===== src/design/cp0ExcPkg.sv =====
// Exception kinds from the pipeline, Cause.ExcCode values
// and interrupt line widths
`default_nettype none

package cp0ExcPkg;

    localparam int HwIntrCount = 6;

    typedef logic [3:0]             excType_t;
    typedef logic [4:0]             excCode_t;
    typedef logic [HwIntrCount-1:0] hwIntr_t;
    typedef logic [1:0]             cpNum_t;

    // Exception kind as signalled with excFlag_i
    localparam excType_t ExcNone = 4'd0;
    localparam excType_t ExcIntr = 4'd1;
    localparam excType_t ExcCpU  = 4'd2;
    localparam excType_t ExcRi   = 4'd3;
    localparam excType_t ExcOv   = 4'd4;
    localparam excType_t ExcTrap = 4'd5;
    localparam excType_t ExcSys  = 4'd6;
    localparam excType_t ExcBp   = 4'd7;
    localparam excType_t ExcAdE  = 4'd8;
    localparam excType_t ExcEret = 4'd9;   // Return, not an entry

    // Architectural ExcCode
    localparam excCode_t ExcCodeInt  = 5'd0;
    localparam excCode_t ExcCodeAdEL = 5'd4;
    localparam excCode_t ExcCodeAdES = 5'd5;
    localparam excCode_t ExcCodeSys  = 5'd8;
    localparam excCode_t ExcCodeBp   = 5'd9;
    localparam excCode_t ExcCodeRi   = 5'd10;
    localparam excCode_t ExcCodeCpU  = 5'd11;
    localparam excCode_t ExcCodeOv   = 5'd12;
    localparam excCode_t ExcCodeTr   = 5'd13;

endpackage

`default_nettype wire


===== src/design/cp0RegPkg.sv =====
// CP0 register numbers and the register word type
// Status/Cause field positions, reset values and constant ID words
`default_nettype none

package cp0RegPkg;

    typedef logic [31:0] word_t;
    typedef logic [4:0]  regAddr_t;

    // Kept register numbers
    localparam regAddr_t RegBadVAddr = 5'd8;
    localparam regAddr_t RegCount    = 5'd9;
    localparam regAddr_t RegCompare  = 5'd11;
    localparam regAddr_t RegStatus   = 5'd12;
    localparam regAddr_t RegCause    = 5'd13;
    localparam regAddr_t RegEpc      = 5'd14;
    localparam regAddr_t RegPrId     = 5'd15;
    localparam regAddr_t RegConfig   = 5'd16;
    localparam regAddr_t RegErrorEpc = 5'd30;

    localparam int StatusCu0 = 28;
    localparam int StatusBev = 22;
    localparam int StatusIm  = 8;   // IM7..IM0 at 15:8
    localparam int StatusUm  = 4;
    localparam int StatusErl = 2;
    localparam int StatusExl = 1;
    localparam int StatusIe  = 0;

    localparam int CauseBd      = 31;
    localparam int CauseCe      = 28;   // 29:28
    localparam int CauseIp      = 8;    // 15:8
    localparam int CauseExcCode = 2;    // 6:2

    localparam word_t StatusWriteMask = (32'd1 << StatusCu0) | (32'd1 << StatusBev) |
                                        (32'hFF << StatusIm) | (32'd1 << StatusUm) |
                                        (32'd1 << StatusErl) | (32'd1 << StatusExl) |
                                        (32'd1 << StatusIe);

    // Boot from the uncached ROM vector with errors masked
    localparam word_t StatusReset   = (32'd1 << StatusBev) | (32'd1 << StatusErl);
    localparam word_t ErrorEpcReset = 32'hBFC0_0000;

    localparam word_t PrIdValue   = 32'h0001_8000;
    localparam word_t ConfigValue = 32'h8000_0082; // Config1 present, MT standard TLB, K0 = 2

endpackage

`default_nettype wire


===== src/design/cp0ExcCtrl.sv =====
// Status, Cause, EPC, BadVAddr and ErrorEPC registers
// Exception entry and ERET, interrupt request and user mode
`timescale 1ns/1ps
`default_nettype none

module cp0ExcCtrl (
    input  logic                clk,
    input  logic                rst,
    input  cp0ExcPkg::hwIntr_t  hwIntr_i,
    input  logic                timerIrq_i,
    input  logic                wen_i,
    input  cp0RegPkg::regAddr_t addr_i,
    input  cp0RegPkg::word_t    wdata_i,
    input  logic                excFlag_i,
    input  cp0ExcPkg::excType_t excType_i,
    input  cp0RegPkg::word_t    pc_i,
    input  cp0RegPkg::word_t    excBadAddr_i,
    input  cp0ExcPkg::cpNum_t   excCpNum_i,
    input  logic                excSave_i,
    input  logic                inSlot_i,
    output cp0RegPkg::word_t    status_o,
    output cp0RegPkg::word_t    cause_o,
    output cp0RegPkg::word_t    epc_o,
    output cp0RegPkg::word_t    badVAddr_o,
    output cp0RegPkg::word_t    errorEpc_o,
    output logic                excIntr_o,
    output logic                userMode_o
);
    import cp0RegPkg::*;
    import cp0ExcPkg::*;

    word_t    statusQ;     // Only StatusWriteMask bits ever set
    logic     causeBd;
    cpNum_t   causeCe;
    logic [7:0] causeIp;
    excCode_t causeExcCode;
    word_t    epcQ;
    word_t    badVAddrQ;
    word_t    errorEpcQ;

    excCode_t excCodeNext;
    logic     excEntry;
    logic     noExlErl;

    assign excEntry = (excType_i != ExcNone) && (excType_i != ExcEret);

    always_comb begin
        case (excType_i)
            ExcCpU:  excCodeNext = ExcCodeCpU;
            ExcRi:   excCodeNext = ExcCodeRi;
            ExcOv:   excCodeNext = ExcCodeOv;
            ExcTrap: excCodeNext = ExcCodeTr;
            ExcSys:  excCodeNext = ExcCodeSys;
            ExcBp:   excCodeNext = ExcCodeBp;
            ExcAdE:  excCodeNext = excSave_i ? ExcCodeAdEL : ExcCodeAdES;
            default: excCodeNext = ExcCodeInt;
        endcase
    end

    always_ff @(posedge clk or posedge rst) begin
        if (rst) begin
            statusQ      <= StatusReset;
            causeBd      <= 1'b0;
            causeCe      <= '0;
            causeIp      <= '0;
            causeExcCode <= '0;
            epcQ         <= '0;
            badVAddrQ    <= '0;
            errorEpcQ    <= ErrorEpcReset;
        end else begin
            // IP7 shares its line with the timer
            causeIp[7:2] <= {hwIntr_i[HwIntrCount-1] | timerIrq_i, hwIntr_i[HwIntrCount-2:0]};

            if (excFlag_i) begin
                if (excEntry) begin
                    // Nested entry keeps the first EPC
                    if (!statusQ[StatusExl]) begin
                        epcQ    <= inSlot_i ? pc_i - 32'd4 : pc_i;
                        causeBd <= inSlot_i;
                    end
                    statusQ[StatusExl] <= 1'b1;
                    causeExcCode       <= excCodeNext;
                end
                if (excType_i == ExcEret)
                    statusQ[StatusExl] <= 1'b0;
                if (excType_i == ExcAdE)
                    badVAddrQ <= excBadAddr_i;
                if (excType_i == ExcCpU)
                    causeCe <= excCpNum_i;
            end else if (wen_i) begin
                case (addr_i)
                    RegStatus:   statusQ      <= wdata_i & StatusWriteMask;
                    RegCause:    causeIp[1:0] <= wdata_i[CauseIp +: 2];  // Soft interrupts
                    RegEpc:      epcQ         <= wdata_i;
                    RegBadVAddr: badVAddrQ    <= wdata_i;
                    RegErrorEpc: errorEpcQ    <= wdata_i;
                    default: ;
                endcase
            end
        end
    end

    always_comb begin
        cause_o = '0;
        cause_o[CauseBd]                          = causeBd;
        cause_o[CauseCe +: $bits(cpNum_t)]        = causeCe;
        cause_o[CauseIp +: 8]                     = causeIp;
        cause_o[CauseExcCode +: $bits(excCode_t)] = causeExcCode;
    end

    assign noExlErl   = !statusQ[StatusExl] && !statusQ[StatusErl];
    assign excIntr_o  = |(causeIp & statusQ[StatusIm +: 8]) && statusQ[StatusIe] && noExlErl;
    assign userMode_o = statusQ[StatusUm] && noExlErl;

    assign status_o   = statusQ;
    assign epc_o      = epcQ;
    assign badVAddr_o = badVAddrQ;
    assign errorEpc_o = errorEpcQ;

    // Entry sets EXL, which must hold off the request next cycle
    noIntrInExlA : assert property (@(posedge clk) disable iff (rst)
        excFlag_i && excEntry |=> !excIntr_o)
        else $error("interrupt request raised while EXL set");

    excTypeValidA : assert property (@(posedge clk) disable iff (rst)
        excFlag_i |-> excType_i != ExcNone)
        else $error("exception strobe without exception type");

endmodule

`default_nettype wire


===== src/design/cp0RegRead.sv =====
// Combinational CP0 read multiplexer with constant PrId and Config
`timescale 1ns/1ps
`default_nettype none

module cp0RegRead (
    input  cp0RegPkg::regAddr_t addr_i,
    input  cp0RegPkg::word_t    count_i,
    input  cp0RegPkg::word_t    compare_i,
    input  cp0RegPkg::word_t    status_i,
    input  cp0RegPkg::word_t    cause_i,
    input  cp0RegPkg::word_t    epc_i,
    input  cp0RegPkg::word_t    badVAddr_i,
    input  cp0RegPkg::word_t    errorEpc_i,
    output cp0RegPkg::word_t    rdata_o
);
    import cp0RegPkg::*;

    always_comb begin
        case (addr_i)
            RegBadVAddr: rdata_o = badVAddr_i;
            RegCount:    rdata_o = count_i;
            RegCompare:  rdata_o = compare_i;
            RegStatus:   rdata_o = status_i;
            RegCause:    rdata_o = cause_i;
            RegEpc:      rdata_o = epc_i;
            RegPrId:     rdata_o = PrIdValue;
            RegConfig:   rdata_o = ConfigValue;   // Not writable here
            RegErrorEpc: rdata_o = errorEpc_i;
            default:     rdata_o = '0;            // TLB and cache registers gone
        endcase
    end

endmodule

`default_nettype wire


===== src/design/cp0Timer.sv =====
// Count/Compare timer with the sticky timer interrupt
`timescale 1ns/1ps
`default_nettype none

module cp0Timer (
    input  logic                clk,
    input  logic                rst,
    input  logic                wen_i,
    input  cp0RegPkg::regAddr_t addr_i,
    input  cp0RegPkg::word_t    wdata_i,
    input  logic                excFlag_i,
    output cp0RegPkg::word_t    count_o,
    output cp0RegPkg::word_t    compare_o,
    output logic                timerIrq_o
);
    import cp0RegPkg::*;

    logic [$bits(word_t):0] countQ;    // Runs at twice the Count rate
    word_t                  compareQ;
    logic                   timerIrqQ;
    logic                   countWe;
    logic                   compareWe;
    logic                   match;

    // Exception in the same cycle wins over the write
    assign countWe   = wen_i && !excFlag_i && (addr_i == RegCount);
    assign compareWe = wen_i && !excFlag_i && (addr_i == RegCompare);

    assign count_o = countQ[$bits(word_t):1];
    assign match   = (count_o == compareQ) && (compareQ != '0);

    always_ff @(posedge clk or posedge rst) begin
        if (rst) begin
            countQ    <= '0;
            compareQ  <= '0;
            timerIrqQ <= 1'b0;
        end else begin
            countQ <= countQ + 1'b1;
            if (match)
                timerIrqQ <= 1'b1;
            if (countWe)
                countQ <= {wdata_i, 1'b0};  // Half step cleared
            if (compareWe) begin
                compareQ  <= wdata_i;
                timerIrqQ <= 1'b0;          // Acknowledge
            end
        end
    end

    assign compare_o  = compareQ;
    assign timerIrq_o = timerIrqQ;

    // Only a Compare write may drop a pending timer interrupt
    irqStickyA : assert property (@(posedge clk) disable iff (rst)
        $fell(timerIrq_o) |-> $past(compareWe))
        else $error("timer interrupt fell without a Compare write");

endmodule

`default_nettype wire


===== src/design/cp0Top.sv =====
// CP0 top level: timer, exception control and read path
`timescale 1ns/1ps
`default_nettype none

module cp0Top (
    input  logic                clk,
    input  logic                rst,
    input  cp0ExcPkg::hwIntr_t  hwIntr_i,
    input  cp0RegPkg::regAddr_t addr_i,
    input  logic                wen_i,
    input  cp0RegPkg::word_t    wdata_i,
    input  logic                excFlag_i,
    input  cp0ExcPkg::excType_t excType_i,
    input  cp0RegPkg::word_t    pc_i,
    input  cp0RegPkg::word_t    excBadAddr_i,
    input  cp0ExcPkg::cpNum_t   excCpNum_i,
    input  logic                excSave_i,
    input  logic                inSlot_i,
    output cp0RegPkg::word_t    rdata_o,
    output cp0RegPkg::word_t    status_o,
    output cp0RegPkg::word_t    cause_o,
    output cp0RegPkg::word_t    epc_o,
    output cp0RegPkg::word_t    errorEpc_o,
    output logic                excIntr_o,
    output logic                userMode_o
);
    import cp0RegPkg::*;

    word_t count;
    word_t compare;
    word_t badVAddr;
    logic  timerIrq;

    cp0Timer uTimer (
        .clk        (clk),
        .rst        (rst),
        .wen_i      (wen_i),
        .addr_i     (addr_i),
        .wdata_i    (wdata_i),
        .excFlag_i  (excFlag_i),
        .count_o    (count),
        .compare_o  (compare),
        .timerIrq_o (timerIrq)
    );

    cp0ExcCtrl uExcCtrl (
        .clk          (clk),
        .rst          (rst),
        .hwIntr_i     (hwIntr_i),
        .timerIrq_i   (timerIrq),
        .wen_i        (wen_i),
        .addr_i       (addr_i),
        .wdata_i      (wdata_i),
        .excFlag_i    (excFlag_i),
        .excType_i    (excType_i),
        .pc_i         (pc_i),
        .excBadAddr_i (excBadAddr_i),
        .excCpNum_i   (excCpNum_i),
        .excSave_i    (excSave_i),
        .inSlot_i     (inSlot_i),
        .status_o     (status_o),
        .cause_o      (cause_o),
        .epc_o        (epc_o),
        .badVAddr_o   (badVAddr),
        .errorEpc_o   (errorEpc_o),
        .excIntr_o    (excIntr_o),
        .userMode_o   (userMode_o)
    );

    cp0RegRead uRegRead (
        .addr_i     (addr_i),
        .count_i    (count),
        .compare_i  (compare),
        .status_i   (status_o),
        .cause_i    (cause_o),
        .epc_i      (epc_o),
        .badVAddr_i (badVAddr),
        .errorEpc_i (errorEpc_o),
        .rdata_o    (rdata_o)
    );

endmodule

`default_nettype wire


===== config.mk =====
export PLATFORM = sky130hd
export DESIGN_NAME = cp0Top
export DESIGN_NICKNAME = d
export VERILOG_FILES = /design/src/design/cp0ExcPkg.sv /design/src/design/cp0RegPkg.sv /design/src/design/cp0ExcCtrl.sv /design/src/design/cp0RegRead.sv /design/src/design/cp0Timer.sv /design/src/design/cp0Top.sv
export SDC_FILE = /design/constraint.sdc
export NUM_CORES = 1
export LEC_CHECK = 0
export BUFFER_PORTS_ARGS = -buffer_cell sky130_fd_sc_hd__buf_4
export CELL_PAD_IN_SITES_DETAIL_PLACEMENT = 1
export CELL_PAD_IN_SITES_GLOBAL_PLACEMENT = 1
export CORE_MARGIN = 2
export CORE_UTILIZATION = 44
export CTS_CLUSTER_SIZE = 24
export DETAILED_ROUTE_END_ITERATION = 8
export PLACE_DENSITY = 0.91
export SETUP_SLACK_MARGIN = 0.4
export SLEW_MARGIN = 40
export SYNTH_ARGS = -nofsm -noshare
export SYNTH_HDL_FRONTEND = slang
export SYNTH_SLANG_ARGS = --single-unit

===== constraint.sdc =====
create_clock -name clk -period 16.72 [get_ports clk]
set_input_delay 0.836 -clock clk [delete_from_list [all_inputs] [get_ports clk]]
set_output_delay 0.836 -clock clk [all_outputs]
set_load 0.005 [all_outputs]

# After elaboration in Yosys (flattened, before gate mapping)
# Index checks and enable logic that the tools add are counted.
# word_totals
ff_bits	192
in_bits	119
# op_classes
n_addsub	2
eq_ne	23
muxes	21
n_bitwise	4
reduce_logical	29
# op_table
operator	count
2-to-1 mux 32 bit	10
one-hot mux 32 bit (9 select lines)	1
equality test 5 x 4 -> 1 bit (second input constant)	7
one-hot mux 5 bit (7 select lines)	1
adder 33 x 1 -> 33 bit (second input constant)	1
2-to-1 mux 33 bit	1
equality test 32 bit	1
nonzero test 32 bit	1
subtractor 32 x 3 -> 32 bit (second input constant)	1
AND reduction 3 bit	6
equality test 4 x 3 -> 1 bit (second input constant)	4
equality test 5 bit (second input constant)	2
nonzero test 2 bit	5
logical AND 1 bit	9
bitwise AND 8 bit	1
equality test 4 x 2 -> 1 bit (second input constant)	2
equality test 4 bit (second input constant)	2
OR reduction 8 bit	1
2-to-1 mux 1 bit	6
2-to-1 mux 2 bit	2
inequality test 2 x 1 -> 1 bit (second input constant)	2
inequality test 4 bit (second input constant)	1
AND reduction 2 bit	2
AND reduction 4 bit	1
other kinds (6)	9

# Logic depth before layout (Yosys ltp)
# logic_depth
word_depth	5
ltp_mapped	7
mapped_depth_nobuf	7

# By module
# From an unflattened synthesis, not the netlist that was laid out.
# hier_totals
hier_cells	1235
hier_area_um2	12070.3
# by_module_without_submodules
mod	instances	cells_per_inst	area_each_um2	seq_area_each_um2
cp0ExcCtrl	1	605	6272.3	3141.8
cp0Timer	1	355	3722.3	1651.6
cp0RegRead	1	275	2075.7	0.0

# Least setup slack after synthesis
# Ideal clock, no wire load.
# synth_path
path_type	input-to-output
start	input addr_i[2]
end	output rdata_o[14]
t_arrival_ns	2.122
t_required_ns	15.884
path_slack_ns	13.762
stages	5
path_buffers	1
path_cell_list	or3b_2 nor3_1 clkbuf_1 a222oi_1 nand3_1
# synth_between
elab_chain_cells	2
elab_cells_between_ends	10
classes_between	9 x eq/ne; 1 x mux
# synth_lines
item	line	text
start, declared	cp0Top.sv:9	input cp0RegPkg::regAddr_t addr_i,
equality test 5 bit / equality test 5 x 4 -> 1 bit (equally long branches)	cp0RegRead.sv:19	case (addr_i)
one-hot mux 32 bit (9 select lines) *	cp0RegRead.sv:19	
end, declared	cp0Top.sv:19	output cp0RegPkg::word_t rdata_o,
# Mark *: on every way between the ends. The rest lies on a longest branch, timed or not.

# Worst setup path in the final report
# layout_path
start	input addr_i[2]
end	output rdata_o[12]
# The elaborated chain is that of the path after synthesis.

==> flow_summary.toml <==
[status]
status = "finished, final reports clean"

[yosys]
synth_warnings = 0
ys_seq_area_frac = 0.453
synth_edf_count = 0
synth_async_sr_flop_share = 1.00
ys_seq_elements = 191
avgSynthCellArea_um2 = 9.81
syn_area_um2 = 10600
synth_cells = 1079
synth_compound_area_frac = 0.155
synth_cell_type_count = 62
synthMuxAreaShare = 0.107
synthFlopType = "dfrtp_1"
synthAdderAreaFrac = 0.00236
synth_xor_area_frac = 0.0703
synth_simple_gate_area_frac = 0.159
synth_top_family_by_area = "simple AND/OR/NAND/NOR gates"

[sta]
fin_crit_sh = 0.207
hold_ws_ps = 474
setup_viol = 0
tightest_slew_ps = 818
tns_ps = 0
fmax_mhz = 289
maxSlewHeadroom = 0.454
hold_viol = 0
slew_viol_final = 0
min_period_ps = 3460
fin_skew_ps = 10.3
rsz0062_at_grt = "no"

[placed_design]
hpwl_um = 32100
gp_congestion = 0.932
place_area_um2 = 12600
portBuffers = 245

[final_layout]
layout_commonest_cell = "buf_4"
register_area_um2 = 4790
drive_gt1_frac = 0.316
multi_input_area_um2 = 5420
final_area_um2 = 13200
nets = 1410
fillCellCount = 2697
layout_common_cells = "buf_4 (260), dfrtp_1 (180), nand2_1 (109)"
area_growth_syn_to_layout_pct = 24.9

[route]
drc = 0
num_vias = 10223
dr.pass1.iters = 6
met1_length_um = 17100
routed-wl-met3_um = 4550
via_per_inst = 6.31
drt-initial-drc-count = 1318
wire_per_inst_um = 27.4
wl_um = 44400
dr_wl_met2_um = 20600
drtAntennaViolNets = 0
highest_layer = "met4"

[global_route]
grt-ovfl-total = 0
grt_pass1_vias = 10609
grt_pass1_wl_um = 66300
track_usage = 0.346
antenna_found_initial = 2
grt_max_degree = 134

[floorplanning]
start_util = 0.450
core_um2 = 23500
rows = 56
die-width_um = 159
top_level_ports = 281
dieArea_um2 = 25300
die_h_um = 159

[worst_setup_path]
critPathRequiredTime_ps = 15880
slowest_stage = "or3b_2"
crit_type = "in2out"
worstPathArrival_ps = 2620
cp-end-kind = "output pin"
crit_path_start_kind = "input pin"
cp_num_buf_inv = 3
cp_top_family = "simple AND/OR/NAND/NOR gates"
worstPathMaxFanout = 34
crit_path_max_incr_delay_ps = 530
cpMostUsedCell = "buf_4"
cp_cell_sequence = "buf_4 -> or3b_2 -> nor2_2 -> buf_4 -> a22oi_1 -> nand3_1 -> buf_4"

[clock_network]
cts_hold_buf = 0
post-cts-setup-buffer-count = 0
cts_root_buffer = "clkbuf_16"
cts_resized = 0
cts_tree = "done"
cts_buffers = 17
clockBufferDepth = 2
h-tree-depth = 4
clk_pin_slew_ps = 70
clkLatencyLatePin_ps = 440
cts.sinks = 191

[power]
power_density_nw_per_um2 = 110
vdd_drop_max_uv = 49.8
p_leak_nw = 6.04

[hold_path]
worstHoldPathType = "reg2reg"

[job]
max_cap_violations = 0
[power by group]
group	switching (mW)	total (mW)	internal, mW
Clock	0.196	0.430	0.234
Combinational	0.174	0.339	0.164
Sequential	0.130	0.681	0.550
Total	0.500	1.45	0.948
[final timing paths]
check / start / endpoint / slack, ps / cells after the start
setup / recovery: addr_i[2] / rdata_o[12] / 13260 / 7
hold / removal: uTimer.timerIrq_o / uExcCtrl.causeIp[7] / 470 / 1
setup reg to reg: uTimer.countQ[11] / uTimer.countQ[29] / 14420 / 5
hold reg to reg: uTimer.timerIrq_o / uExcCtrl.causeIp[7] / 470 / 1
max in group asynchronous: rst / uExcCtrl.errorEpc_o[6] / 15160 / 3
min in group asynchronous: rst / uTimer.compare_o[1] / 490 / 2
[through the flow]
step	power, mW	util	setup WS [ps]	std cells
6_report	1.45	0.562	13260	1621
5_1_grt	1.50	0.562	13240	1621
4_1_cts	1.44	0.561	13340	1620
3_5_place_dp	1.00	0.536	13350	1589
3_3_place_gp	0.985	0.535	13400	1589
2_1_floorplan	0.808	-	10700	1113
[layout make-up]
type                            count  area share
Multi-Input combinational cell    808       0.410
Sequential cell                   191       0.362
Timing Repair Buffer              261       0.148
Clock buffer                       20      0.0353
Tap cell                          319      0.0302
Clock inverter                     11     0.00984
Inverter                           10     0.00378
Antenna cell                        1    0.000189
[logic make-up after synthesis]
| kind of cell | count (synthesis) |
|---|---|
| other | 1 |
| XOR/XNOR | 85 |
| buffers and inverters | 114 |
| AND/OR/NAND/NOR | 341 |
| multiplexers | 102 |
| AO/OA/AOI/OAI | 243 |
| adder cells (fa/ha/maj) | 2 |
| flip-flops | 191 |
[flip-flops by register name, summed over array words and instances, names as in the netlist]
signal                 cells
uTimer.timerIrq_o          1
uExcCtrl.causeCe           2
uExcCtrl.causeIp           8
uExcCtrl.epc_o            32
uExcCtrl.causeExcCode      4
uTimer.compare_o          32
uExcCtrl.status_o         14
uExcCtrl.errorEpc_o       32
uExcCtrl.causeBd           1
uExcCtrl.badVAddr_o       32
uTimer.countQ             33
[metal layers]
metal	vias up	global-route usage
met3	159	0.0948
met2	682	0.556
met1	5102	0.437
met5	-	0
met4	0	0.156
li1	4280	-
[worst register-to-register path, cell delays in order (launching register included)]
cell and delay, ps:
dfrtp_1 490, nand3_1 210, or4_1 710, nor4_1 410
xnor2_1 200, a21oi_1 130
[synthesized netlist by cell type, types with 5 or more instances]
| cell | n | area, um^2 |
|---|---|---|
| inv_1 | 9 | 33.8 |
| mux2_2 | 86 | 968 |
| o21ai_0 | 52 | 260 |
| mux2i_1 | 16 | 160 |
| nand3b_1 | 5 | 37.5 |
| a222oi_1 | 19 | 190 |
| o221ai_1 | 11 | 96.3 |
| nand3_1 | 39 | 195 |
| dfrtp_1 | 180 | 4500 |
| buf_1 | 7 | 26.3 |
| nor3_1 | 18 | 90.1 |
| a21oi_1 | 55 | 275 |
| clkbuf_1 | 56 | 210 |
| nand4_1 | 22 | 138 |
| a21boi_0 | 11 | 82.6 |
| xnor2_1 | 38 | 333 |
| nor3b_1 | 5 | 37.5 |
| xor2_1 | 47 | 412 |
| o31ai_1 | 6 | 45.0 |
| nor2b_1 | 13 | 81.3 |
| dfstp_2 | 11 | 289 |
| nor4_1 | 28 | 175 |
| nand2_1 | 111 | 417 |
| and3_1 | 5 | 31.3 |
| buf_4 | 36 | 270 |
| nor2_1 | 66 | 248 |
| a22oi_1 | 61 | 458 |
(Power assumes the default switching activity.)
